<file path="src/dcache_macros.svh">
`ifndef DCACHE_MACROS_SVH
`define DCACHE_MACROS_SVH

// address and data widths
`define DC_ADDR_W     32
`define DC_WORD_W     64

// cache geometry, 4 KiB in two ways
`define DC_LINE_BYTES 32
`define DC_SETS       64
`define DC_WAYS       2

// one line moves as a burst of this many words
`define DC_BEATS      4

// address split {tag, index, offset}
`define DC_OFFT_W     5
`define DC_INDEX_W    6
`define DC_TAG_W      21

`endif

</file>
<file path="src/dcache_geom_pkg.sv">
`default_nettype none

`include "dcache_macros.svh"

package dcache_geom_pkg;

    // address fields
    typedef logic [`DC_TAG_W-1:0]   tag_t;
    typedef logic [`DC_INDEX_W-1:0] index_t;

    // word position inside a line
    typedef logic [$clog2(`DC_BEATS)-1:0] word_sel_t;

    // data payloads
    typedef logic [`DC_WORD_W-1:0]       word_t;
    typedef logic [`DC_WORD_W/8-1:0]     wmask_t;
    typedef logic [`DC_LINE_BYTES*8-1:0] line_t;

    typedef logic [$clog2(`DC_WAYS)-1:0] way_t;

endpackage

`default_nettype wire

</file>
<file path="src/dcache_line_buffer.sv">
`timescale 1ns/1ns
`default_nettype none

`include "dcache_macros.svh"

module dcache_line_buffer (
    input  logic                       I_clk,
    input  logic                       I_rst,
    input  dcache_geom_pkg::word_t     mem_rdata,
    input  logic                       mem_rvalid,
    input  logic                       load_hit,
    input  dcache_geom_pkg::line_t     hit_line,
    input  logic                       capture,
    input  logic                       merge,
    input  dcache_geom_pkg::word_t     cpu_wdata,
    input  dcache_geom_pkg::wmask_t    cpu_wmask,
    input  dcache_geom_pkg::word_sel_t word_sel,
    output dcache_geom_pkg::line_t     line,
    output dcache_geom_pkg::word_t     word
);

    dcache_geom_pkg::line_t  line_q;
    dcache_geom_pkg::line_t  src;
    dcache_geom_pkg::line_t  merged;
    dcache_geom_pkg::word_t  wdata_q;
    dcache_geom_pkg::wmask_t wmask_q;

    // store data held from acceptance until the merge
    always_ff @(posedge I_clk) begin
        if (I_rst) begin
            wmask_q <= '0;
        end else if (capture) begin
            wmask_q <= cpu_wmask;
        end
    end

    always_ff @(posedge I_clk) begin
        if (capture) begin
            wdata_q <= cpu_wdata;
        end
    end

    // array line on a hit, assembled line otherwise
    assign src = load_hit ? hit_line : line_q;

    always_comb begin
        merged = src;
        for (int b = 0; b < `DC_WORD_W/8; b++) begin
            if (wmask_q[b]) begin
                merged[word_sel*`DC_WORD_W + b*8 +: 8] = wdata_q[b*8 +: 8];
            end
        end
    end

    assign line = merge ? merged : src;
    assign word = src[word_sel*`DC_WORD_W +: `DC_WORD_W];

    // reload beats enter at the top, lowest word ends at bit 0
    always_ff @(posedge I_clk) begin
        if (mem_rvalid) begin
            line_q <= {mem_rdata, line_q[$bits(line_q)-1:`DC_WORD_W]};
        end else if (load_hit || merge) begin
            line_q <= line;
        end
    end

endmodule

`default_nettype wire

</file>
<file path="config.mk">
export PLATFORM = sky130hd
export DESIGN_NAME = dcache_line_buffer
export DESIGN_NICKNAME = d
export VERILOG_FILES = /design/src/dcache_geom_pkg.sv /design/src/dcache_line_buffer.sv
export VERILOG_INCLUDE_DIRS = /design/src
export SDC_FILE = /design/constraint.sdc
export NUM_CORES = 1
export LEC_CHECK = 0
export CAP_MARGIN = 20
export CORE_AREA = 2 2 279 281
export DETAILED_ROUTE_END_ITERATION = 8
export DIE_AREA = 0 0 281 283
export DONT_BUFFER_PORTS = 1
export PLACE_DENSITY_LB_ADDON = 0.3
export SYNTH_ARGS = -nofsm -noshare
export SYNTH_HDL_FRONTEND = slang
export SYNTH_SLANG_ARGS = --single-unit
</file>
<file path="constraint.sdc">
create_clock -name I_clk -period 9.43 [get_ports I_clk]
set_clock_uncertainty 0.15 [all_clocks]
set_input_delay 1.886 -clock I_clk [delete_from_list [all_inputs] [get_ports I_clk]]
set_output_delay 1.886 -clock I_clk [all_outputs]
set_load 0.01 [all_outputs]
</file>
==> flow_summary.yaml <==
yosys:
  ys_types: 41
  yosysWarnings: 0
  syn_avg_cell_area_um2: 11.9
  syn_inst: 2030
  ys_seq_area_share_pct: 40.5
  synth-edff-count: 320
  dominantRegCellSynth: "edfxtp_1"
  synth-seq-cells: 328
  synth.net_count: 2436
  async_flop_share_pct: 0
  netlist_area_um2: 24100
clock_tree:
  clock_latency_ns: 0.57
  cts_setup_buffers: 0
  ctsResizeCount: 0
  clkTransAtPathRegs_ns: 0.06
  cts_tree: "done"
  cts-htree-levels: 2
  postCtsHoldBufs: 0
  cts_buffer_depth: 3
  clock_sinks: 328
  cts_made_buffers: 43
  cts-root-buf: "clkbuf_16"
power:
  irDropWorstVdd_uv: 129
  total_power_w: 0.00459
  powerDensity_nw_per_um2: 177
  total_leakage_power_nw: 9.11
finish:
  area_growth_pct: 7.47
  layout_commonest_cell: "edfxtp_1"
  multi_input_area_um2: 13300
  nets: 2283
  layout_common_cells: "edfxtp_1 (320), mux2i_1 (297), mux2_2 (232)"
  seqCellArea_um2: 9770
  fin_area_um2: 25900
  fill_cells: 7622
  layout-drive-gt1-share_pct: 28.3
global_routing:
  gr-total-overflow: 0
  grt_antenna_before_repair: 20
  grt_max_degree: 322
  grt_pass1_vias: 19400
  track_usage_pct: 24.3
  grt_pass1_wl_um: 143000
place:
  dp_slack_ns: 2.40
  port_buffers: 0
  gp_routability_congestion: 0.907
  hpwlAfterDp_um: 67000
  dpl_cell_area_um2: 24500
sta:
  setup_tns_ns: 0
  rsz0062_at_grt: "no"
  setup_viol: 0
  worst_slack_ns: 2.31
  clock.fmax_mhz: 140
  hold_viol_final: 0
  fin_crit_sh_pct: 75.5
  holdWs_ns: 0.426
  drv_slew: 0
  slew_headroom_pct: 26.5
  tightest_slew_ns: 1.10
  finalCriticalPeriod_ns: 7.12
hold_path:
  min_to: "line_q[148]"
  hold_start: "line_q[212]"
  hold_path_class: "flop to flop"
  holdPathStages: 1
floorplan:
  rows: 102
  start_util_pct: 31.4
  die-area_um2: 79500
  fp.dieW_um: 281
  coreArea_um2: 76700
  die_y_um: 283
  io_pins: 720
setup_path:
  reg2reg_depth: 3
  regToRegStartpoint: "wmask_q[4]"
  cp.required_ns: 7.39
  r2r-end: "line_q[98]"
  cp-start-kind: "input pin"
  setup.worst_path.end_class: "primary output"
  cp.arrival_ns: 5.09
  path_class: "input pin to primary output"
  crit_fanout: 160
  reg2reg_slack_ns: 6.31
route:
  wl_met1_um: 37200
  route.met2.wl_um: 48700
  wirelength_um: 101000
  vias: 18900
  top_layer_used: "met5"
  drc_errors: 0
  post_drt_via_cell_ratio: 6.37
  drt_pass1_iterations: 6
  ant_nets: 0
  drtIter0Drc: 2128
  wl_per_cell_um: 34.2
  routed-wl-met3_um: 11300
run_status:
  status: "completed"
job:
  max-cap-violations: 0
==> final cells by class <==
cell class	count	share of cell area, %
repair buffers	20	0.836
flip-flops and latches	328	37.7
clock buffers	63	4.69
inverters	3	0.0821
multi-input cells	1481	51.2
diodes	11	0.106
clock inverters	15	0.367
well taps	1040	5.02
==> critical path: stages <==
cell	delay, ns
inv_4	0.42
ha_2	0.85
nand4_1	0.75
o32ai_1	1.09
==> how the worst max path moves through the flow <==
stage | from | end | slack, ns | cells after the start
final | word_sel[1] | line[72] | 2.31 | 4
after global placement | word_sel[1] | line[23] | 2.43 | 5
after global routing | word_sel[1] | line[72] | 2.24 | 4
after floorplan | load_hit | line_q[0] | 0.53 | 5
after detailed placement | word_sel[1] | line[72] | 2.40 | 4
after CTS | word_sel[1] | line[72] | 2.40 | 4
==> Yosys cell counts, types with 6 or more instances <==
| cell type | count | area share (%) |
|---|---|---|
| edfxtp_1 | 320 | 40 |
| mux2i_1 | 297 | 12 |
| mux2_2 | 232 | 11 |
| nand2b_1 | 131 | 3.4 |
| nand2_1 | 113 | 1.8 |
| clkbuf_1 | 105 | 1.6 |
| buf_2 | 74 | 1.5 |
| o32ai_1 | 73 | 2.7 |
| nor2_1 | 67 | 1.0 |
| mux4_2 | 64 | 6.0 |
| o22ai_1 | 62 | 1.6 |
| o32ai_2 | 61 | 4.1 |
| or2_2 | 57 | 1.5 |
| nand3_1 | 55 | 1.1 |
| o31a_1 | 52 | 1.9 |
| nor4_1 | 49 | 1.3 |
| nand4_1 | 36 | 0.93 |
| and3_1 | 32 | 0.83 |
| a31o_2 | 30 | 1.1 |
| and2_1 | 30 | 0.78 |
| buf_4 | 22 | 0.69 |
| buf_6 | 11 | 0.51 |
| dfxtp_1 | 8 | 0.66 |
| a31oi_1 | 7 | 0.18 |
| ha_1 | 6 | 0.31 |
==> power breakdown <==
part	leakage, nW	switching [W]	internal (W)
Combinational	5.13	0.000570	0.000448
Sequential	3.34	0.000130	0.00184
Clock	0.641	0.000680	0.000915
Total	9.11	0.00138	0.00321
==> through the flow <==
| stage | utilization (%) | std cells |
|---|---|---|
| after floorplan | - | 2030 |
| after global routing | 33.8 | 2960 |
| final | 33.8 | 2961 |
| after global placement | 32.0 | 2869 |
| after CTS | 33.7 | 2948 |
| after detailed placement | 32.0 | 2870 |
==> kinds of logic (layout without fill, tap and decap cells) <==
logic type,after synthesis,in the layout,synth area share (%)
multiplexers,593,593,29.2
buffers and inverters,221,101,4.56
flip-flops,328,328,40.5
AND/OR/NAND/NOR,596,596,13.9
other,0,11,0
adder cells (fa/ha/maj),6,6,0.312
AO/OA/AOI/OAI,286,286,11.6
==> registers in the layout, summed over array words and instances, names as in the netlist <==
name,cells
line_q,256
wdata_q,64
wmask_q,8
==> layer usage <==
metal	vias to the layer above	track usage, %
met5	-	0
met4	12	10.1
met3	254	7.88
met2	1317	40.0
met1	9533	29.1
li1	7740	-
(Power assumes the default switching activity.)
