`src/dcache_macros.svh`:
```
`ifndef DCACHE_MACROS_SVH
`define DCACHE_MACROS_SVH

// address and data widths
`define DC_ADDR_W     32
`define DC_WORD_W     64

// cache geometry, 4 KiB in two ways
`define DC_LINE_BYTES 32
`define DC_SETS       64
`define DC_WAYS       2

// one line moves as a burst of this many words
`define DC_BEATS      4

// address split {tag, index, offset}
`define DC_OFFT_W     5
`define DC_INDEX_W    6
`define DC_TAG_W      21

`endif

```
`src/dcache_geom_pkg.sv`:
```
`default_nettype none

`include "dcache_macros.svh"

package dcache_geom_pkg;

    // address fields
    typedef logic [`DC_TAG_W-1:0]   tag_t;
    typedef logic [`DC_INDEX_W-1:0] index_t;

    // word position inside a line
    typedef logic [$clog2(`DC_BEATS)-1:0] word_sel_t;

    // data payloads
    typedef logic [`DC_WORD_W-1:0]       word_t;
    typedef logic [`DC_WORD_W/8-1:0]     wmask_t;
    typedef logic [`DC_LINE_BYTES*8-1:0] line_t;

    typedef logic [$clog2(`DC_WAYS)-1:0] way_t;

endpackage

`default_nettype wire

```
`src/dcache_tag_store.sv`:
```
`timescale 1ns/1ns
`default_nettype none

`include "dcache_macros.svh"

module dcache_tag_store (
    input  logic                    I_clk,
    input  logic                    I_rst,
    input  dcache_geom_pkg::tag_t   lookup_tag,
    input  dcache_geom_pkg::index_t lookup_index,
    output logic                    hit,
    output dcache_geom_pkg::way_t   hit_way,
    output dcache_geom_pkg::way_t   victim_way,
    output logic                    victim_dirty,
    output dcache_geom_pkg::tag_t   victim_tag,
    input  logic                    tag_alloc,
    input  logic                    dirty_set,
    input  dcache_geom_pkg::index_t upd_index,
    input  dcache_geom_pkg::tag_t   upd_tag,
    input  dcache_geom_pkg::way_t   upd_way
);

    dcache_geom_pkg::tag_t            tag_q [`DC_WAYS][`DC_SETS];
    logic [`DC_WAYS-1:0][`DC_SETS-1:0] valid_q;
    logic [`DC_WAYS-1:0][`DC_SETS-1:0] dirty_q;
    logic                              hit0;
    logic                              hit1;

    ////////////////////////////////////////////////////////////
    // lookup
    ////////////////////////////////////////////////////////////

    assign hit0    = valid_q[0][lookup_index] && (tag_q[0][lookup_index] == lookup_tag);
    assign hit1    = valid_q[1][lookup_index] && (tag_q[1][lookup_index] == lookup_tag);
    assign hit     = hit0 || hit1;
    assign hit_way = hit1;

    // fill an empty way 1 first, otherwise replace way 0
    assign victim_way = hit ? hit_way
                            : (valid_q[0][lookup_index] && !valid_q[1][lookup_index]);

    assign victim_dirty = dirty_q[victim_way][lookup_index];
    assign victim_tag   = tag_q[victim_way][lookup_index];

    ////////////////////////////////////////////////////////////
    // table updates
    ////////////////////////////////////////////////////////////

    always_ff @(posedge I_clk) begin
        if (tag_alloc) begin
            tag_q[upd_way][upd_index] <= upd_tag;
        end
    end

    always_ff @(posedge I_clk) begin
        if (I_rst) begin
            valid_q <= '0;
            dirty_q <= '0;
        end else if (tag_alloc) begin
            valid_q[upd_way][upd_index] <= 1'b1;
            dirty_q[upd_way][upd_index] <= dirty_set;
        end else if (dirty_set) begin
            dirty_q[upd_way][upd_index] <= 1'b1;
        end
    end

    // a line is never held in both ways of a set
    assert property (@(posedge I_clk) disable iff (I_rst) !(hit0 && hit1));

endmodule

`default_nettype wire

```
`config.mk`:
```
export PLATFORM = sky130hd
export DESIGN_NAME = dcache_tag_store
export DESIGN_NICKNAME = d
export VERILOG_FILES = /design/src/dcache_geom_pkg.sv /design/src/dcache_tag_store.sv
export VERILOG_INCLUDE_DIRS = /design/src
export SDC_FILE = /design/constraint.sdc
export NUM_CORES = 2
export LEC_CHECK = 0
export BUFFER_PORTS_ARGS = -buffer_cell sky130_fd_sc_hd__buf_4
export CORE_MARGIN = 2
export CORE_UTILIZATION = 40
export DETAILED_ROUTE_END_ITERATION = 16
export GPL_TIMING_DRIVEN = 1
export PLACE_DENSITY = 0.58
export SYNTH_ARGS = -nofsm -noshare
export SYNTH_HDL_FRONTEND = slang
export SYNTH_SLANG_ARGS = --single-unit
export TNS_END_PERCENT = 10
```
`constraint.sdc`:
```
create_clock -name I_clk -period 8.1 [get_ports I_clk]
set_clock_uncertainty 0.1 [all_clocks]
set_input_delay 0.405 -clock I_clk [delete_from_list [all_inputs] [get_ports I_clk]]
set_output_delay 0.405 -clock I_clk [all_outputs]
set_load 0.005 [all_outputs]
```
==> reports/qor.yml <==
run_status:
  outcome: "finished, violations left"
  violations: "negative setup slack"
run:
  maxCapViolCount: 0
floorplanning:
  fp.dieArea_um2: 341000
  num_rows: 212
  floorplan.initialDensity_pct: 40.2
  die_x_um: 584
  coreArea_um2: 334000
  boundaryPins: 84
  die_h_um: 584
cells_and_area:
  final_cell_mix: "edfxtp_1, mux4_2, buf_4, mux2i_1, nand2_1"
  num-nets-final: 8190
  seqCellArea_um2: 85800
  final_common_cell: "edfxtp_1"
  multiInputGateArea_um2: 46500
  syn_to_final_growth_pct: 15.8
  drive_above_1_share_pct: 31.9
  fillers: 28100
  design_area_um2: 156000
synth:
  syn_area_per_cell_um2: 17.7
  syn_inst: 7607
  synth_ff_type: "edfxtp_1"
  ys_ff_latch: 2944
  async_reset_ff_share_pct: 0
  ys_warn_count: 0
  netlist_area_um2: 134000
  synth_cell_types: 86
  synthesis.nets: 7666
  synth_edf_count: 2688
  yosysSeqAreaShare_pct: 63.9
worst_hold_path:
  hold_class: "input port to register"
  min_path_cells: 2
grt:
  grt_pass1_wl_um: 758000
  antenna_found_initial: 51
  grt_max_degree: 134
  grt-ovfl-total: 0
  track_usage_pct: 33.2
  grt_pass1_vias: 83200
timing:
  setup_violations: 12
  slew_headroom_pct: 12.0
  rsz0062_at_grt: "no"
  finalWorstSetupSlack_ns: -0.152
  layout_min_cycle_time_ns: 8.25
  max_freq_ghz: 0.121
  timing.final.crit_share_pct: 102
  report.final.slew_viol_count: 0
  worst_pin_slew_ns: 1.30
  whs_ns: 0.0197
  hold_viol: 0
detailed_routing:
  dr.pass1.iters: 8
  final_antenna_net_count: 0
  wirelength_um: 575000
  drc_errors: 0
  initialDrtViolationCount: 17000
  post_drt_wl_per_cell_um: 44.9
  vias: 89100
  viasPerCell: 6.96
place:
  dp_hpwl_um: 383000
  place_congestion: 1.05
  post-place-ws_ns: -0.721
  port_buffers: 83
  place_area_um2: 145000
clock_tree:
  clk_path_buf_depth: 4
  cts-htree-levels: 5
  numCtsBuffers: 322
  clk_pin_slew_ns: 0.06
  insertion_delay_ns: 0.99
  cts_setup_buffers: 0
  cts_sinks: 2944
  cts_root_buf: "clkbuf_16"
  cts_tree: "built"
critical_path:
  cp-start-kind: "input port"
  worstPathRequired_ns: 7.60
  path_class: "input port to output port"
  arrival_ns: 7.75
  ff2ff_path_depth: 2
  crit_fanout: 49
  cp-end-kind: "output port"
power_and_ir_drop:
  leakagePower_nw: 50.2
  vdd_drop_max_mv: 0.188
  p_per_area_nw_per_um2: 226
-- what timing repair did --
action	in CTS	in global routing
gates cloned	0	0
pin swaps	0	1
gates resized for setup	8	11
hold endpoints to repair	1175	0
hold buffers	32	0
endpoints found under the setup margin	7	20
-- sequential cells by signal, summed over array words and instances, names as in the netlist --
| signal | cells |
|---|---|
| tag_q | 2688 |
| valid_q | 128 |
| dirty_q | 128 |
-- final timing paths --
path	start	endpoint	slack, ns
worst max register to register	dirty_q[20]	dirty_q[20]	7.29
worst min register to register	valid_q[78]	valid_q[78]	0.37
worst min-delay path	I_rst	dirty_q[121]	0.02
worst max-delay path	lookup_index[3]	victim_dirty	-0.15
-- layer usage --
metal | wire length [um] | track usage, %
met1 | 205000 | 43.9
met2 | 247000 | 47.8
met3 | 81400 | 10.6
met4 | 41300 | 19.9
met5 | 385 | 0.539
-- Yosys cell counts, drive strengths merged, types with 12 or more instances --
| master | count | share of area, % |
|---|---|---|
| edfxtp | 2688 | 60 |
| mux4 | 1197 | 20 |
| mux2i | 583 | 4.3 |
| nor2 | 503 | 1.4 |
| nand2 | 399 | 1.1 |
| buf | 304 | 1.6 |
| clkbuf | 291 | 0.81 |
| a21oi | 268 | 1.0 |
| dfxtp | 256 | 3.8 |
| o21ai | 192 | 0.72 |
| a22oi | 186 | 1.0 |
| o22ai | 90 | 0.42 |
| nand3 | 71 | 0.27 |
| mux2 | 48 | 0.40 |
| nor3 | 44 | 0.16 |
| a221oi | 39 | 0.25 |
| a211oi | 35 | 0.20 |
| xnor2 | 33 | 0.22 |
| nor4 | 31 | 0.16 |
| nor2b | 27 | 0.13 |
| nand4 | 24 | 0.11 |
| a31oi | 20 | 0.093 |
| and2 | 19 | 0.088 |
| o221ai | 17 | 0.11 |
| xor2 | 17 | 0.11 |
| a2111oi | 16 | 0.11 |
| o211ai | 16 | 0.089 |
| nand2b | 14 | 0.065 |
| and3 | 12 | 0.056 |
| o2111ai | 12 | 0.078 |
-- kinds of logic after synthesis --
kind of cell | synth area share, %
simple gates | 3.88
xor+xnor | 0.326
mux | 24.8
buf+inv | 2.41
compound gates | 4.70
flops | 63.9
-- where the power goes --
part	total (mW)	internal (mW)	switching, mW
clock network	14.9	8.46	6.41
logic	3.70	1.32	2.37
registers	16.7	16.6	0.0263
total	35.2	26.4	8.81
-- area by class of cell --
cell class	instances	area share, %
well taps	4387	3.53
flip-flops and latches	2944	55.2
diodes	26	0.0418
clock buffers	415	5.66
clock inverters	166	1.09
multi-input cells	4058	29.9
repair buffers	795	4.59
inverters	10	0.0386
-- critical path, stage by stage --
cell and delay [ns]:
buf_8 0.48, buf_4 0.40, buf_4 0.32, mux2i_1 1.05
a22oi_1 0.21, a211oi_2 0.79, a311oi_1 0.11, buf_4 0.22
a21boi_1 0.16, nor4_2 0.07, o2111ai_1 0.14, nor4_2 0.14
a31o_4 0.27, nand2_8 0.15, buf_4 0.35, buf_12 0.36
mux4_2 0.37, a21oi_1 0.40, a2bb2oi_1 0.42, o221a_2 0.29
nor4_1 0.06, buf_4 0.16, buf_4 0.13
-- per-stage QoR --
stage          setup TNS [ns]  std cells  power, mW  util, %
4_1_cts                     0      12800       35.1     46.5
6_report               -0.762      12800       35.2     46.6
2_1_floorplan               0       7607       18.7        -
3_3_place_gp            -1.93      12200       20.5     43.3
5_1_grt                     0      12800       35.8     46.6
3_5_place_dp            -1.11      12200       20.5     43.3
Note: power is estimated with default switching activity, not from simulation.
