## src/dcache_macros.svh

```systemverilog
`ifndef DCACHE_MACROS_SVH
`define DCACHE_MACROS_SVH

// address and data widths
`define DC_ADDR_W     32
`define DC_WORD_W     64

// cache geometry, 4 KiB in two ways
`define DC_LINE_BYTES 32
`define DC_SETS       64
`define DC_WAYS       2

// one line moves as a burst of this many words
`define DC_BEATS      4

// address split {tag, index, offset}
`define DC_OFFT_W     5
`define DC_INDEX_W    6
`define DC_TAG_W      21

`endif

```

## src/dcache_geom_pkg.sv

```systemverilog
`default_nettype none

`include "dcache_macros.svh"

package dcache_geom_pkg;

    // address fields
    typedef logic [`DC_TAG_W-1:0]   tag_t;
    typedef logic [`DC_INDEX_W-1:0] index_t;

    // word position inside a line
    typedef logic [$clog2(`DC_BEATS)-1:0] word_sel_t;

    // data payloads
    typedef logic [`DC_WORD_W-1:0]       word_t;
    typedef logic [`DC_WORD_W/8-1:0]     wmask_t;
    typedef logic [`DC_LINE_BYTES*8-1:0] line_t;

    typedef logic [$clog2(`DC_WAYS)-1:0] way_t;

endpackage

`default_nettype wire

```

## src/dcache_bus_pkg.sv

```systemverilog
`default_nettype none

`include "dcache_macros.svh"

package dcache_bus_pkg;

    typedef logic [`DC_ADDR_W-1:0]        addr_t;
    typedef logic [$clog2(`DC_BEATS)-1:0] beat_cnt_t;

    // write-back sequencer, one-hot
    typedef enum logic [3:0] {
        WB_IDLE = 4'b0001,
        WB_ADDR = 4'b0010,
        WB_DATA = 4'b0100,
        WB_RESP = 4'b1000
    } wb_state_t;

endpackage

`default_nettype wire

```

## src/dcache_wb_engine.sv

```systemverilog
`timescale 1ns/1ns
`default_nettype none

`include "dcache_macros.svh"

module dcache_wb_engine (
    input  logic                   I_clk,
    input  logic                   I_rst,
    input  logic                   start,
    input  dcache_geom_pkg::line_t victim_line,
    input  dcache_bus_pkg::addr_t  victim_addr,
    output dcache_bus_pkg::addr_t  mem_awaddr,
    output logic                   mem_awvalid,
    input  logic                   mem_awready,
    output dcache_geom_pkg::word_t mem_wdata,
    output logic                   mem_wvalid,
    output logic                   mem_wlast,
    input  logic                   mem_wready,
    input  logic                   mem_bvalid,
    output logic                   done
);

    dcache_bus_pkg::wb_state_t state_q;
    dcache_bus_pkg::beat_cnt_t cnt_q;
    dcache_geom_pkg::line_t    line_q;
    dcache_bus_pkg::addr_t     addr_q;

    // victim copy, the array entry gets overwritten by the allocate
    always_ff @(posedge I_clk) begin
        if (start && state_q == dcache_bus_pkg::WB_IDLE) begin
            line_q <= victim_line;
            addr_q <= victim_addr;
        end
    end

    always_ff @(posedge I_clk) begin
        if (I_rst) begin
            state_q <= dcache_bus_pkg::WB_IDLE;
            cnt_q   <= '0;
        end else begin
            unique case (state_q)
                dcache_bus_pkg::WB_IDLE: begin
                    cnt_q <= '0;
                    if (start) begin
                        state_q <= dcache_bus_pkg::WB_ADDR;
                    end
                end
                dcache_bus_pkg::WB_ADDR: begin
                    if (mem_awready) begin
                        state_q <= dcache_bus_pkg::WB_DATA;
                    end
                end
                dcache_bus_pkg::WB_DATA: begin
                    if (mem_wready) begin
                        cnt_q <= cnt_q + 1'b1;
                        if (mem_wlast) begin
                            state_q <= dcache_bus_pkg::WB_RESP;
                        end
                    end
                end
                default: begin
                    if (mem_bvalid) begin
                        state_q <= dcache_bus_pkg::WB_IDLE;
                    end
                end
            endcase
        end
    end

    assign mem_awaddr  = addr_q;
    assign mem_awvalid = (state_q == dcache_bus_pkg::WB_ADDR);
    assign mem_wvalid  = (state_q == dcache_bus_pkg::WB_DATA);
    assign mem_wdata   = line_q[cnt_q*`DC_WORD_W +: `DC_WORD_W];
    assign mem_wlast   = mem_wvalid && (cnt_q == dcache_bus_pkg::beat_cnt_t'(`DC_BEATS-1));
    assign done        = (state_q == dcache_bus_pkg::WB_RESP) && mem_bvalid;

    // a new victim only arrives once the previous burst is done
    assert property (@(posedge I_clk) disable iff (I_rst)
        start |-> (state_q == dcache_bus_pkg::WB_IDLE));

endmodule

`default_nettype wire

```

## config.mk

```make
export PLATFORM = sky130hd
export DESIGN_NAME = dcache_wb_engine
export DESIGN_NICKNAME = d
export VERILOG_FILES = /design/src/dcache_geom_pkg.sv /design/src/dcache_bus_pkg.sv /design/src/dcache_wb_engine.sv
export VERILOG_INCLUDE_DIRS = /design/src
export SDC_FILE = /design/constraint.sdc
export NUM_CORES = 1
export LEC_CHECK = 0
export BUFFER_PORTS_ARGS = -buffer_cell sky130_fd_sc_hd__buf_2
export CORE_MARGIN = 4
export CORE_UTILIZATION = 25
export DETAILED_ROUTE_END_ITERATION = 6
export PLACE_DENSITY = 0.56
export SLEW_MARGIN = 5
export SYNTH_ARGS = -nofsm -noshare
export SYNTH_HDL_FRONTEND = slang
export SYNTH_SLANG_ARGS = --single-unit
export TNS_END_PERCENT = 20
```

## constraint.sdc

```tcl
create_clock -name I_clk -period 5.5 [get_ports I_clk]
set_clock_uncertainty 0.1 [all_clocks]
set_input_delay 1.1 -clock I_clk [delete_from_list [all_inputs] [get_ports I_clk]]
set_output_delay 1.1 -clock I_clk [all_outputs]
set_load 0.05 [all_outputs]
```

==> results of run 1 <==
## sequential cells by signal, indices dropped and copies added (netlist names)
name / count
line_q: 256
mem_awaddr: 32
state_q: 4
cnt_q: 2
## power groups by stage
stage / Clock [uW] / Combinational (uW) / Sequential, uW
global placement: 0 / 1330 / 3250
finish: 2120 / 1310 / 3220
floorplan: 0 / 761 / 3460
CTS: 2220 / 1340 / 3230
global route: 2310 / 1390 / 3260
detailed placement: 0 / 1340 / 3270
## layout make-up
cell class | count | area [um2]
clock buffer | 45 | 913
antenna | 5 | 12.5
tap | 532 | 666
fill | 3983 | 27000
timing repair buffer | 405 | 2080
clock inverter | 14 | 126
multi-input combinational | 102 | 1690
sequential | 294 | 8780
inverter | 1 | 16.3
## critical path, cell delays in order, from the launching register on
cell and delay (ns):
dfxtp_4 0.97, buf_4 0.38, mux4_2 0.53, buf_2 0.23
## routing by layer
metal / up-vias / track usage / share of wire
met4: 4 / 0.0452 / 0.026
met3: 43 / 0.0408 / 0.096
met1: 2899 / 0.126 / 0.38
met5: - / 0 / 0.0010
met2: 259 / 0.183 / 0.50
li1: 2626 / - / -
## cell usage after synthesis, types with 2 or more instances
cell	instances	area (um2)
a21oi_1	3	15.0
a311oi_1	2	17.5
buf_2	8	40.0
clkbuf_1	5	18.8
dfxtp_1	6	120
edfxtp_1	288	8650
mux4_2	64	1440
nand2_1	6	22.5
nand3_1	2	10.0
nor2_1	5	18.8
nor3b_1	2	15.0
o21ai_0	4	20.0
## logic make-up (layout without fill, tap and decap cells)
family                   after synthesis  after routing  share of synthesized area
flip-flops                           294            294                      0.831
multiplexers                          65             65                      0.138
AND/OR/NAND/NOR                       24             24                     0.0146
buffers and inverters                 17            465                    0.00807
AO/OA/AOI/OAI                         11             11                    0.00629
adder cells (fa/ha/maj)                1              1                    0.00119
XOR/XNOR                               1              1                   0.000831
other                                  0              5                          0
## stage by stage
stage,setup slack (ns),setup TNS [ns],instances
6_report,1.61,0,1398
3_5_place_dp,2.03,0,1334
5_1_grt,1.35,0,1398
3_3_place_gp,2.00,0,1334
4_1_cts,1.45,0,1393
2_1_floorplan,-0.392,-113.13,413
## worst min-delay path by stage
stage | endpoint | slack (ns) | from | cells after the start
after floorplan | state_q[2]$_SDFFE_PP0P_ | 0.42 | state_q[2]$_SDFFE_PP0P_ | 2
after global placement | state_q[2]$_SDFFE_PP0P_ | 0.50 | state_q[2]$_SDFFE_PP0P_ | 2
after detailed placement | state_q[2]$_SDFFE_PP0P_ | 0.50 | state_q[2]$_SDFFE_PP0P_ | 2
after CTS | state_q[2]$_SDFFE_PP0P_ | 0.52 | state_q[2]$_SDFFE_PP0P_ | 2
after global routing | state_q[2]$_SDFFE_PP0P_ | 0.56 | state_q[2]$_SDFFE_PP0P_ | 2
final | state_q[2]$_SDFFE_PP0P_ | 0.51 | state_q[2]$_SDFFE_PP0P_ | 2
==> impl_metrics.env, run 1 <==
export IMPL_outcome="completed"
export IMPL_tritoncts="done"
export IMPL_die_w_um=213
export IMPL_via_per_inst=4.17
export IMPL_fin_nets=1133
export IMPL_stdcell_area_um2=14300
export IMPL_worst_pin_slew_ns=1.03
export IMPL_placedInstanceArea_um2=13200
export IMPL_combPwrFrac=0.197
export IMPL_synth_nets=708
export IMPL_yosys_warnings=0
export IMPL_startpoint="cnt_q[0]$_SDFFE_PP0P_"
export IMPL_r2r_slack_ns=2.61
export IMPL_holdBufCountCts=0
export IMPL_r2r_start="state_q[0]$_SDFFE_PP1P_"
export IMPL_final_cell_mix="393 x buf_2, 288 x edfxtp_1, 64 x mux4_2, 35 x clkbuf_16"
export IMPL_holdWs_ns=0.511
export IMPL_critPathMaxFanout=47
export IMPL_critical_path_arrival_ns=2.69
export IMPL_cts_sinks=294
export IMPL_portBuffers=393
export IMPL_gp_congestion=0.778
export IMPL_power_frac_clock=0.319
export IMPL_layout_commonest_cell="buf_2"
export IMPL_routed_wl_um=26300
export IMPL_synth_edf_count=288
export IMPL_syn_area_um2=10500
export IMPL_grt_ovfl_total=0
export IMPL_period_needed_ns=3.89
export IMPL_syn_area_per_cell_um2=25.5
export IMPL_dieArea_um2=45500
export IMPL_cp_required_ns=4.30
export IMPL_worst_skew_pair_late_latency_ns=0.51
export IMPL_timing_rr_end="line_q[216]$_DFFE_PP_"
export IMPL_r2r_cells=3
export IMPL_grt_setup_unrepaired="no"
export IMPL_power_per_cell_area_nw_per_um2=466
export IMPL_root_buffer="clkbuf_16"
export IMPL_max_freq_mhz=257
export IMPL_synth_seq_cells=294
export IMPL_die_h_um=213
export IMPL_antenna_left=0
export IMPL_grt_start_max_net_pins=89
export IMPL_finalSetupViolCount=0
export IMPL_start_util=0.255
export IMPL_dp_hpwl_um=19100
export IMPL_synth_cells=413
export IMPL_synth_ff_type="edfxtp_1"
export IMPL_cap_violations=0
export IMPL_crit_type="flop to output pin"
export IMPL_htreeDepth=2
export IMPL_track_usage=0.109
export IMPL_finalPower_uw=6650
export IMPL_p_leak_uw=0.00529
export IMPL_max_vdd_ir_drop_mv=0.253
export IMPL_drt_initial_drc_count=316
export IMPL_relSlewSlack=0.313
export IMPL_vias=5831
export IMPL_grt_pass1_vias=6492
export IMPL_p_int_uw=4710
export IMPL_slew_violations=0
export IMPL_drive_above_1_share=0.606
export IMPL_num_rows=74
export IMPL_utilization=0.346
export IMPL_drc_errors=0
export IMPL_cts_resized=0
export IMPL_seq_power_share=0.484
export IMPL_end_kind="output pin"
export IMPL_fp_coreArea_um2=41300
export IMPL_postCtsSetupRepairBufs=0
export IMPL_finalHoldViolCount=0
export IMPL_ys_types=30
export IMPL_fin_crit_sh=0.707
export IMPL_area_delta_synth_final_pct=35.4
export IMPL_pin_count=394
export IMPL_swShare=0.293
export IMPL_synthArstFlopShare=0
export IMPL_start_kind="flop"
export IMPL_grt_pass1_wl_um=37200
export IMPL_hp_class="flop to flop"
export IMPL_first_pass_iters=6
export IMPL_cts_buffers=34
export IMPL_endpoint="mem_wdata[51]"
export IMPL_cts_reportedPaths_clkPinSlew_ns=0.06
export IMPL_avgRoutedWirePerCell_um=18.8
export IMPL_clock_path_buffers=3
export IMPL_antenna_found_initial=7
export IMPL_synth_seq_area_share=0.831
export IMPL_p_switching_uw=1950
Note: power is estimated with default switching activity, not from simulation.
==> inputs of run 2 (changes only) <==
Clock period 5.5 ns to 3.4 ns, I/O delays scaled along.
==> impl_metrics.env, run 2 (synthesis gave the netlist of run 1 again) <==
export IMPL_outcome="completed"
export IMPL_critPathMaxFanout=34
export IMPL_top_register="line_q"
export IMPL_period_needed_ns=2.96
export IMPL_first_pass_iters=4
export IMPL_slew_violations=0
export IMPL_cts_sinks=294
export IMPL_antenna_left=0
export IMPL_start_kind="flop"
export IMPL_crit_type="flop to output pin"
export IMPL_grt_setup_unrepaired="no"
export IMPL_area_delta_synth_final_pct=35.4
export IMPL_dp_cells=1328
export IMPL_worst_pin_slew_ns=0.685
export IMPL_fin_crit_sh=0.871
export IMPL_min_from="victim_line[68]"
export IMPL_cap_violations=0
export IMPL_start_util=0.255
export IMPL_holdBufCountCts=0
export IMPL_htreeDepth=2
export IMPL_gp_congestion=0.752
export IMPL_routed_wl_um=26300
export IMPL_cts_reportedPaths_clkPinSlew_ns=0.06
export IMPL_postCtsSetupRepairBufs=0
export IMPL_hp_class="input pin to flop"
export IMPL_finalPower_uw=10700
export IMPL_p_leak_uw=0.00526
export IMPL_critical_path_max_stage_delay_ns=0.73
export IMPL_power_per_cell_area_nw_per_um2=747
export IMPL_dieArea_um2=45500
export IMPL_drt_initial_drc_count=365
export IMPL_max_vdd_ir_drop_mv=0.481
export IMPL_cts_resized=0
export IMPL_root_buffer="clkbuf_16"
export IMPL_holdPathEnd="line_q[68]$_DFFE_PP_"
export IMPL_critical_path_arrival_ns=2.18
export IMPL_fin_cells=1399
export IMPL_cp_required_ns=2.62
export IMPL_r2r_slack_ns=1.03
export IMPL_fillers=3974
export IMPL_drive_above_1_share=0.602
export IMPL_end_kind="output pin"
export IMPL_finalHoldViolCount=0
export IMPL_cts_buffers=35
export IMPL_crit_buf_inv=2
export IMPL_grt_ovfl_total=0
export IMPL_track_usage=0.109
export IMPL_grt_pass1_vias=6382
export IMPL_tritoncts="done"
export IMPL_max_freq_mhz=338
export IMPL_hold_depth=1
export IMPL_via_per_inst=4.17
export IMPL_grt_start_max_net_pins=119
export IMPL_vias=5834
export IMPL_pin_count=394
export IMPL_clock_path_buffers=3
export IMPL_die_w_um=213
export IMPL_crit_chain="buf_12 > mux4_2 > buf_2"
export IMPL_grt_pass1_wl_um=37200
export IMPL_cp_slowest_cell="dfxtp_4"
export IMPL_placedInstanceArea_um2=13200
export IMPL_layout_commonest_cell="buf_2"
export IMPL_r2r_start="state_q[0]$_SDFFE_PP1P_"
export IMPL_antenna_found_initial=16
export IMPL_critPathTopFamily="flip-flops"
export IMPL_final_cell_mix="393 x buf_2, 288 x edfxtp_1, 64 x mux4_2, 35 x clkbuf_16, 8 x clkbuf_1"
export IMPL_die_h_um=213
export IMPL_drc_errors=0
export IMPL_portBuffers=393
export IMPL_dp_hpwl_um=18500
export IMPL_worst_skew_pair_late_latency_ns=0.52
export IMPL_fp_coreArea_um2=41300
export IMPL_stdcell_area_um2=14300
export IMPL_largest_reg_flops=256
export IMPL_num_rows=74
export IMPL_avgRoutedWirePerCell_um=18.8
export IMPL_relSlewSlack=0.543
export IMPL_timing_rr_end="line_q[19]$_DFFE_PP_"
export IMPL_fin_nets=1128
export IMPL_r2r_cells=3
export IMPL_finalSetupViolCount=0
==> run 2: report_power, final <==
part           leakage, uW  total (uW)  switching (uW)  internal [uW]
combinational      0.00199        2080            1530            556
clock             0.000497        3380            1420           1970
sequential         0.00278        5200             205           5000
==> run 2: worst max-delay path by stage <==
stage / from / to / slack [ns] / depth (start not counted)
3_5_place_dp: cnt_q[1]$_SDFFE_PP0P_ / mem_wdata[22] / 0.93 / 3
3_3_place_gp: cnt_q[1]$_SDFFE_PP0P_ / mem_wdata[36] / 0.94 / 3
4_1_cts: cnt_q[1]$_SDFFE_PP0P_ / mem_wdata[22] / 0.33 / 3
5_1_grt: cnt_q[1]$_SDFFE_PP0P_ / mem_wdata[22] / 0.29 / 3
2_1_floorplan: state_q[1]$_SDFFE_PP0P_ / line_q[0]$_DFFE_PP_ / -2.37 / 3
6_report: cnt_q[1]$_SDFFE_PP0P_ / mem_wdata[40] / 0.44 / 3
==> run 2: layout make-up <==
class | count | area (um2) | share of cell area
timing repair buffer | 399 | 2090 | 0.146
clock inverter | 18 | 119 | 0.00833
sequential | 294 | 8780 | 0.615
multi-input combinational | 102 | 1690 | 0.119
antenna | 10 | 25.0 | 0.00175
tap | 532 | 666 | 0.0466
clock buffer | 43 | 906 | 0.0634
inverter | 1 | 3.75 | 0.000263
==> run 2: per-stage QoR <==
stage | hold WS (ns) | worst slack [ns] | TNS [ns] | util
floorplan | 0.417 | -2.37 | -685.34 | -
global route | 0.187 | 0.295 | 0 | 0.346
CTS | 0.176 | 0.325 | 0 | 0.345
detailed placement | 0.497 | 0.925 | 0 | 0.320
finish | 0.226 | 0.438 | 0 | 0.346
global placement | 0.480 | 0.941 | 0 | 0.320
==> run 2: worst reg2reg max path: stages, from the launching register on <==
cell and delay [ns]:
dfxtp_1 0.53, or4b_4 0.55, nor2_4 0.23, buf_12 0.44
==> run 2: layer usage <==
metal	GRT usage	vias up	share of wire
li1	-	2627	-
met1	0.122	2853	0.37
met2	0.179	279	0.49
met3	0.0492	61	0.11
met4	0.0481	14	0.029
met5	0	-	0.0042
