## src/dcache_macros.svh

```systemverilog
`ifndef DCACHE_MACROS_SVH
`define DCACHE_MACROS_SVH

// address and data widths
`define DC_ADDR_W     32
`define DC_WORD_W     64

// cache geometry, 4 KiB in two ways
`define DC_LINE_BYTES 32
`define DC_SETS       64
`define DC_WAYS       2

// one line moves as a burst of this many words
`define DC_BEATS      4

// address split {tag, index, offset}
`define DC_OFFT_W     5
`define DC_INDEX_W    6
`define DC_TAG_W      21

`endif

```

## src/dcache_geom_pkg.sv

```systemverilog
`default_nettype none

`include "dcache_macros.svh"

package dcache_geom_pkg;

    // address fields
    typedef logic [`DC_TAG_W-1:0]   tag_t;
    typedef logic [`DC_INDEX_W-1:0] index_t;

    // word position inside a line
    typedef logic [$clog2(`DC_BEATS)-1:0] word_sel_t;

    // data payloads
    typedef logic [`DC_WORD_W-1:0]       word_t;
    typedef logic [`DC_WORD_W/8-1:0]     wmask_t;
    typedef logic [`DC_LINE_BYTES*8-1:0] line_t;

    typedef logic [$clog2(`DC_WAYS)-1:0] way_t;

endpackage

`default_nettype wire

```

## src/dcache_bus_pkg.sv

```systemverilog
`default_nettype none

`include "dcache_macros.svh"

package dcache_bus_pkg;

    typedef logic [`DC_ADDR_W-1:0]        addr_t;
    typedef logic [$clog2(`DC_BEATS)-1:0] beat_cnt_t;

    // write-back sequencer, one-hot
    typedef enum logic [3:0] {
        WB_IDLE = 4'b0001,
        WB_ADDR = 4'b0010,
        WB_DATA = 4'b0100,
        WB_RESP = 4'b1000
    } wb_state_t;

endpackage

`default_nettype wire

```

## src/dcache_ctrl.sv

```systemverilog
`timescale 1ns/1ns
`default_nettype none

`include "dcache_macros.svh"

module dcache_ctrl (
    input  logic                       I_clk,
    input  logic                       I_rst,
    input  dcache_bus_pkg::addr_t      cpu_addr,
    input  logic                       cpu_rd_req,
    input  logic                       cpu_wr_req,
    output logic                       cpu_ready,
    output logic                       cpu_rvalid,
    output logic                       cpu_bvalid,
    input  logic                       hit,
    input  dcache_geom_pkg::way_t      hit_way,
    input  dcache_geom_pkg::way_t      victim_way,
    input  logic                       victim_dirty,
    input  dcache_geom_pkg::tag_t      victim_tag,
    output logic                       tag_alloc,
    output logic                       dirty_set,
    output dcache_geom_pkg::index_t    req_index,
    output dcache_geom_pkg::tag_t      req_tag,
    output dcache_geom_pkg::way_t      op_way,
    output logic                       arr_rd_en,
    output logic                       arr_wr_en,
    output dcache_geom_pkg::index_t    arr_index,
    output dcache_geom_pkg::way_t      arr_way,
    output logic                       buf_load_hit,
    output logic                       buf_merge,
    output logic                       buf_capture,
    output dcache_geom_pkg::word_sel_t word_sel,
    output dcache_bus_pkg::addr_t      mem_araddr,
    output logic                       mem_arvalid,
    input  logic                       mem_arready,
    input  logic                       mem_rvalid,
    input  logic                       mem_rlast,
    output logic                       wb_start,
    output dcache_bus_pkg::addr_t      wb_addr,
    input  logic                       wb_done
);

    typedef enum logic [2:0] {
        IDLE, RD_HIT, WR_HIT, MISS_AR, RELOAD, WB, ALLOCATE
    } state_t;

    state_t                  state_q;
    state_t                  state_d;
    dcache_bus_pkg::addr_t   addr_q;
    dcache_geom_pkg::way_t   way_q;
    logic                    is_wr_q;
    logic                    wb_start_q;
    logic                    idle;
    logic                    accept;
    logic                    last_beat;
    dcache_geom_pkg::tag_t   q_tag;
    dcache_geom_pkg::index_t q_index;

    assign idle      = (state_q == IDLE);
    assign accept    = idle && (cpu_rd_req || cpu_wr_req);
    assign last_beat = (state_q == RELOAD) && mem_rvalid && mem_rlast;

    assign q_tag   = addr_q[`DC_ADDR_W-1 -: `DC_TAG_W];
    assign q_index = addr_q[`DC_OFFT_W +: `DC_INDEX_W];

    ////////////////////////////////////////////////////////////
    // request capture
    ////////////////////////////////////////////////////////////

    // way chosen at acceptance, hit way or victim
    always_ff @(posedge I_clk) begin
        if (accept) begin
            addr_q <= cpu_addr;
            way_q  <= victim_way;
        end
    end

    always_ff @(posedge I_clk) begin
        if (I_rst) begin
            state_q    <= IDLE;
            is_wr_q    <= 1'b0;
            wb_start_q <= 1'b0;
        end else begin
            state_q    <= state_d;
            // victim line is out of the array one cycle after rlast
            wb_start_q <= last_beat && victim_dirty;
            if (accept) begin
                is_wr_q <= cpu_wr_req;
            end
        end
    end

    ////////////////////////////////////////////////////////////
    // FSM
    ////////////////////////////////////////////////////////////

    always_comb begin
        state_d = state_q;
        unique case (state_q)
            IDLE: begin
                if (accept) begin
                    if (hit) begin
                        state_d = cpu_wr_req ? WR_HIT : RD_HIT;
                    end else begin
                        state_d = MISS_AR;
                    end
                end
            end
            RD_HIT, WR_HIT: state_d = IDLE;
            MISS_AR: begin
                if (mem_arready) begin
                    state_d = RELOAD;
                end
            end
            // reload first, then write back a dirty victim
            RELOAD: begin
                if (last_beat) begin
                    state_d = victim_dirty ? WB : ALLOCATE;
                end
            end
            WB: begin
                if (wb_done) begin
                    state_d = ALLOCATE;
                end
            end
            default: state_d = IDLE;
        endcase
    end

    // lookup follows the live address only while idle
    assign req_tag   = idle ? cpu_addr[`DC_ADDR_W-1 -: `DC_TAG_W] : q_tag;
    assign req_index = idle ? cpu_addr[`DC_OFFT_W +: `DC_INDEX_W] : q_index;
    assign op_way    = way_q;

    assign cpu_ready  = idle;
    assign cpu_rvalid = (state_q == RD_HIT) || (state_q == ALLOCATE && !is_wr_q);
    assign cpu_bvalid = (state_q == WR_HIT) || (state_q == ALLOCATE && is_wr_q);

    assign tag_alloc = (state_q == ALLOCATE);
    assign dirty_set = cpu_bvalid;

    assign arr_rd_en = (accept && hit) || last_beat;
    assign arr_wr_en = (state_q == WR_HIT) || (state_q == ALLOCATE);
    assign arr_index = req_index;
    assign arr_way   = idle ? hit_way : way_q;

    assign buf_load_hit = (state_q == RD_HIT) || (state_q == WR_HIT);
    assign buf_merge    = cpu_bvalid;
    assign buf_capture  = accept && cpu_wr_req;
    assign word_sel     = addr_q[`DC_OFFT_W-1:3];

    assign mem_arvalid = (state_q == MISS_AR);
    assign mem_araddr  = {q_tag, q_index, {`DC_OFFT_W{1'b0}}};

    assign wb_start = wb_start_q;
    assign wb_addr  = {victim_tag, q_index, {`DC_OFFT_W{1'b0}}};

    // write-back completes only while the FSM waits for it
    assert property (@(posedge I_clk) disable iff (I_rst) wb_done |-> (state_q == WB));

endmodule

`default_nettype wire

```

## config.mk

```make
export PLATFORM = sky130hd
export DESIGN_NAME = dcache_ctrl
export DESIGN_NICKNAME = d
export VERILOG_FILES = /design/src/dcache_geom_pkg.sv /design/src/dcache_bus_pkg.sv /design/src/dcache_ctrl.sv
export VERILOG_INCLUDE_DIRS = /design/src
export SDC_FILE = /design/constraint.sdc
export NUM_CORES = 1
export LEC_CHECK = 0
export ABC_CLOCK_PERIOD_IN_PS = 3390
export BUFFER_PORTS_ARGS = -buffer_cell sky130_fd_sc_hd__buf_4
export CAP_MARGIN = 20
export CORE_ASPECT_RATIO = 0.75
export CORE_MARGIN = 3
export CORE_UTILIZATION = 41
export CTS_BUF_LIST = sky130_fd_sc_hd__clkbuf_8
export DETAILED_ROUTE_END_ITERATION = 10
export PLACE_DENSITY = 0.87
export RECOVER_POWER = 100
export REMOVE_ABC_BUFFERS = 1
export SETUP_SLACK_MARGIN = 0.1
export SYNTH_ARGS = -nofsm -noshare
export SYNTH_HDL_FRONTEND = slang
export SYNTH_SLANG_ARGS = --single-unit
```

## constraint.sdc

```tcl
create_clock -name I_clk -period 3.39 [get_ports I_clk]
set_input_delay 0.339 -clock I_clk [delete_from_list [all_inputs] [get_ports I_clk]]
set_output_delay 0.339 -clock I_clk [all_outputs]
set_load 0.01 [all_outputs]
```

==> results of run 1 <==
[layer usage]
metal | global-route usage | part of all wire
met2 | 0.271 | 0.44
met1 | 0.224 | 0.42
met3 | 0.0990 | 0.13
met5 | 0.0707 | 0.0081
met4 | 0.0474 | 0.0077
[power by group through the flow]
| stage | Combinational (mW) | Sequential, mW | Clock (mW) |
|---|---|---|---|
| 2_1_floorplan | 0.329 | 0.666 | 0 |
| 3_3_place_gp | 0.790 | 0.631 | 0 |
| 3_5_place_dp | 0.805 | 0.636 | 0 |
| 4_1_cts | 0.808 | 0.629 | 0.282 |
| 5_1_grt | 0.673 | 0.641 | 0.304 |
| 6_report | 0.620 | 0.628 | 0.268 |
[cell families (layout without fill, tap and decap cells)]
family,after synthesis,in the layout,synth area share
simple gates,26,26,0.0758
other cells,1,10,0.00193
compound gates,15,15,0.0443
flops,35,35,0.514
mux,29,29,0.167
buf+inv,55,137,0.197
[cell usage after synthesis, types with 2 or more instances]
master	number	share of area
nor2_1	5	0.0096
inv_1	4	0.0077
o21ai_0	5	0.013
nor3_1	2	0.0051
mux2_1	2	0.012
edfxtp_1	30	0.46
nand2b_1	5	0.016
a21oi_1	5	0.013
buf_4	45	0.17
buf_2	6	0.015
nand3b_1	2	0.0077
mux2_2	26	0.15
nand2_1	4	0.0077
and2_1	4	0.013
dfxtp_1	5	0.051
[sequential cells by signal, indices dropped and copies added (netlist names)]
name	flops
op_way	1
is_wr_q	1
wb_start	1
addr_q	29
state_q	3
[area by class of cell]
cell class | count | share of cell area
Sequential cell | 35 | 0.417
Inverter | 4 | 0.00625
Clock buffer | 5 | 0.0287
Clock inverter | 3 | 0.00469
Timing Repair Buffer | 125 | 0.263
Multi-Input combinational cell | 80 | 0.251
Tap cell | 57 | 0.0297
[stage by stage]
step / instance area, um2 / utilization
floorplan: 1610 / -
global placement: 2630 / 0.582
detailed placement: 2630 / 0.582
CTS: 2710 / 0.599
global route: 2400 / 0.531
finish: 2400 / 0.531
[path summary, 6_finish.rpt]
path                                 from              endpoint  slack, ns  cells after the start
setup / recovery  state_q[0]$_SDFFE_PP0P_  addr_q[22]$_DFFE_PP_       0.62                      4
hold / removal                cpu_addr[4]   addr_q[4]$_DFFE_PP_       0.26                      1
setup reg to reg  state_q[0]$_SDFFE_PP0P_  addr_q[22]$_DFFE_PP_       0.62                      4
hold reg to reg      is_wr_q$_SDFFE_PP0P_  is_wr_q$_SDFFE_PP0P_       0.48                      2
==> metrics.cfg, run 1 <==
[run_status]
status = completed

[sta]
drv_slew = 0
clock_skew_ns = 0.00908
hold_viol = 0
timing.setup.tns_ns = 0
finalSetupViolCount = 0
finalCritPeriodShare = 0.816
final.setup.worst_slack_ns = 0.624
tightestPinTransition_ns = 0.962
maxSlewHeadroom = 0.358
layout_min_cycle_time_ns = 2.77
rsz0062_at_grt = no
hold_ws_ns = 0.260
fmax_mhz = 361

[global_routing]
grt_overflow = 0
grt_max_degree = 19
grt_first_pass_wirelength_um = 7580
antenna_found_initial = 0
first_global_vias = 1498
grt_usage = 0.182

[run]
drv_cap = 0

[critical_path]
crit_chain = nor3_4, buf_4, o21a_1, clkbuf_1
cp_slowest_cell = clkbuf_1
critical-path-top-delay-family = buffers and inverters
path_buf_inv = 2
cp-start-kind = register
max_stage_delay_ns = 0.72
worst_ep_arrival_time_ns = 2.66
crit_fanout = 18
timing.critical_path.to_type = register
cp.required_ns = 3.28
crit_type = reg2reg

[floorplanning]
die_y_um = 65.7
start_util = 0.431
die_area_mm2 = 0.00562
io_pins = 178
die_x_um = 85.6
rows = 21
core-area_mm2 = 0.00452

[cts]
htreeDepth = 2
clockRootBuffer = clkbuf_8
clkSinkCount = 35
hold_buffers = 0
cts.repair.resized = 0
cts_setup_buffers = 0
clk_pin_slew_ns = 0.07
numCtsBuffers = 5
tritoncts = built
clkLatencyLatePin_ns = 0.28
cts_buffer_depth = 2

[place]
port_buffers = 122
gp_congestion = 0.759
place_inst = 301
dpl_worst_slack_ns = 1.04
hpwl_um = 4240

[synthesis]
synth_area_mm2 = 0.00195
syn_area_per_cell_um2 = 12.1
synth_edf_count = 30
yosysUniqueCellTypes = 26
synth-async-reset-ratio = 0
ys_ff_latch = 35
yosys_warnings = 0
synth_ff_type = edfxtp_1
synthCells = 161
seq_area_frac_synth = 0.514

[cells_and_area]
ff_latch_area_mm2 = 0.00100
fillers = 493
multiInputGateArea_um2 = 603
final_common_cell = clkbuf_1
layout_common_cells = clkbuf_1, edfxtp_1, clkbuf_4
synthToLayoutAreaGrowth_pct = 23.3
stdcell_count = 309
num_antenna_cells = 0
layout-drive-gt1-share = 0.282
final_nets = 316

[power_and_ir_drop]
peakVddDrop_mv = 0.417
p_switching_uw = 549
clockPowerShare = 0.177
swShare = 0.362
seq_power_share = 0.414
p_comb_frac = 0.409
leakage_nw = 0.935
p_int_uw = 968
p_per_area_mw_per_mm2 = 631
p_total_mw = 1.52

[route]
drt_wl_total_um = 5180
vias_per_cell = 4.83
final_antenna_net_count = 0
dr.pass1.iters = 4
wl_per_cell_um = 16.8
drt-initial-drc-count = 42
num_vias = 1492
remaining_drc_errors = 0

[hold_path]
hp-class = in2reg

No activity file was read; power rests on OpenSTA's default activity.
==> run 2, diff against run 1 <==
- ABC_CLOCK_PERIOD_IN_PS: 3390 -> 2400
- CORE_UTILIZATION: 41 -> 35
- PLACE_DENSITY: 0.87 -> 0.79
- clock period: 3.39 -> 2.4 ns (I/O delays scaled with it)
==> metrics.cfg, run 2 (synthesized netlist as in run 1, its figures left out) <==
[power_and_ir_drop]
peakVddDrop_mv = 0.306
leakage_nw = 0.945
p_per_area_mw_per_mm2 = 890

[cts]
tritoncts = built
cts.repair.resized = 0
cts_setup_buffers = 0
numCtsBuffers = 5
clkLatencyLatePin_ns = 0.28
clockRootBuffer = clkbuf_8
htreeDepth = 2
hold_buffers = 0
cts_buffer_depth = 2
clkSinkCount = 35
clk_pin_slew_ns = 0.07

[sta]
timing.setup.tns_ns = 0
rsz0062_at_grt = no
finalCritPeriodShare = 0.868
tightestPinTransition_ns = 0.531
drv_slew = 0
clock_skew_ns = 0.00916
hold_viol = 0
layout_min_cycle_time_ns = 2.08
finalSetupViolCount = 0
fmax_mhz = 480
maxSlewHeadroom = 0.646

[route]
wl_per_cell_um = 15.1
drt_wl_total_um = 4900
final_antenna_net_count = 0
vias_per_cell = 4.53
dr.pass1.iters = 4
num_vias = 1472
remaining_drc_errors = 0
drt-initial-drc-count = 106

[place]
gp_congestion = 0.717
hpwl_um = 3960
dpl_cell_area_mm2 = 0.00266
port_buffers = 122
place_inst = 317

[floorplanning]
io_pins = 178
die_area_mm2 = 0.00650
die_x_um = 92.1
start_util = 0.380
rows = 22
die_y_um = 70.6
core-area_mm2 = 0.00512

[global_routing]
grt_max_degree = 22
first_global_vias = 1464
grt_usage = 0.148
antenna_found_initial = 0
grt_overflow = 0
grt_first_pass_wirelength_um = 7550

[run_status]
status = completed

[critical_path]
cp-start-kind = register
cp.required_ns = 2.16
worst_ep_arrival_time_ns = 1.84
crit_type = reg2out
crit_fanout = 20
timing.critical_path.to_type = output port

[cells_and_area]
stdcell_count = 325
final_nets = 317
fillers = 563
reg.largest.list = addr_q x29, state_q x3
largest_register_ffs = 29
num_antenna_cells = 0
layout_common_cells = clkbuf_1, edfxtp_1, clkbuf_4
postLayoutCellArea_mm2 = 0.00243
synthToLayoutAreaGrowth_pct = 24.9
final_common_cell = clkbuf_1
layout-drive-gt1-share = 0.304
max_flop_register = addr_q

[run]
drv_cap = 0

[hold_path]
hp-class = in2reg

-- run 2: changes by cell type in the layout (fill, tap and decap cells not counted) --
| cell | change |
|---|---|
| clkinv_2 | +3 |
| inv_1 | -3 |
| nor3_4 | -1 |
| clkbuf_1 | -4 |
| mux2_2 | -1 |
| nor3_1 | +1 |
| and2_0 | +1 |
| buf_4 | +3 |
| and2_1 | -1 |
| mux2_1 | +1 |
| clkbuf_2 | +1 |
| clkbuf_4 | +1 |
-- run 2: worst max-delay path, cell delays in order (launching register included) --
cell and delay [ns]:
dfxtp_1 0.43, nor3_1 0.27, buf_4 0.31, mux2_1 0.38, buf_4 0.15
-- run 2: per-stage QoR --
| step | hold WS (ns) | power, mW | utilization | worst slack (ns) |
|---|---|---|---|---|
| floorplan | 0.312 | 1.41 | - | -0.636 |
| global route | 0.132 | 2.32 | 0.475 | 0.123 |
| detailed placement | 0.421 | 2.04 | 0.519 | 0.614 |
| global placement | 0.418 | 2.02 | 0.519 | 0.626 |
| finish | 0.160 | 2.16 | 0.475 | 0.317 |
| CTS | 0.125 | 2.46 | 0.535 | 0.349 |
-- run 2: final cells by class --
class                      count  area (um2)  area share
clock buffer                   5        68.8      0.0283
clock inverter                 3        15.0     0.00617
inverter                       4        15.0     0.00617
multi-input combinational     80         592       0.243
sequential                    35        1000       0.412
tap                           72        90.1      0.0370
timing repair buffer         126         651       0.267
-- run 2: power breakdown --
group | leakage (nW) | total [mW] | internal, mW | switching, mW
registers | 0.333 | 0.881 | 0.806 | 0.0748
clock network | 0.0477 | 0.401 | 0.198 | 0.203
logic | 0.564 | 0.882 | 0.378 | 0.505
-- run 2: path summary, 6_finish.rpt --
path | endpoint | slack, ns | cells after the start | start
hold reg to reg | is_wr_q$_SDFFE_PP0P_ | 0.50 | 2 | is_wr_q$_SDFFE_PP0P_
setup reg to reg | addr_q[8]$_DFFE_PP_ | 0.38 | 4 | state_q[2]$_SDFFE_PP0P_
setup / recovery | req_index[0] | 0.32 | 4 | state_q[2]$_SDFFE_PP0P_
hold / removal | op_way$_DFFE_PP_ | 0.16 | 1 | victim_way
-- run 2: per-layer routing --
| layer | global-route usage | wire length, um |
|---|---|---|
| met5 | 0.0227 | 0 |
| met4 | 0.0346 | 14 |
| met3 | 0.0808 | 659 |
| met2 | 0.227 | 2200 |
| met1 | 0.182 | 2020 |
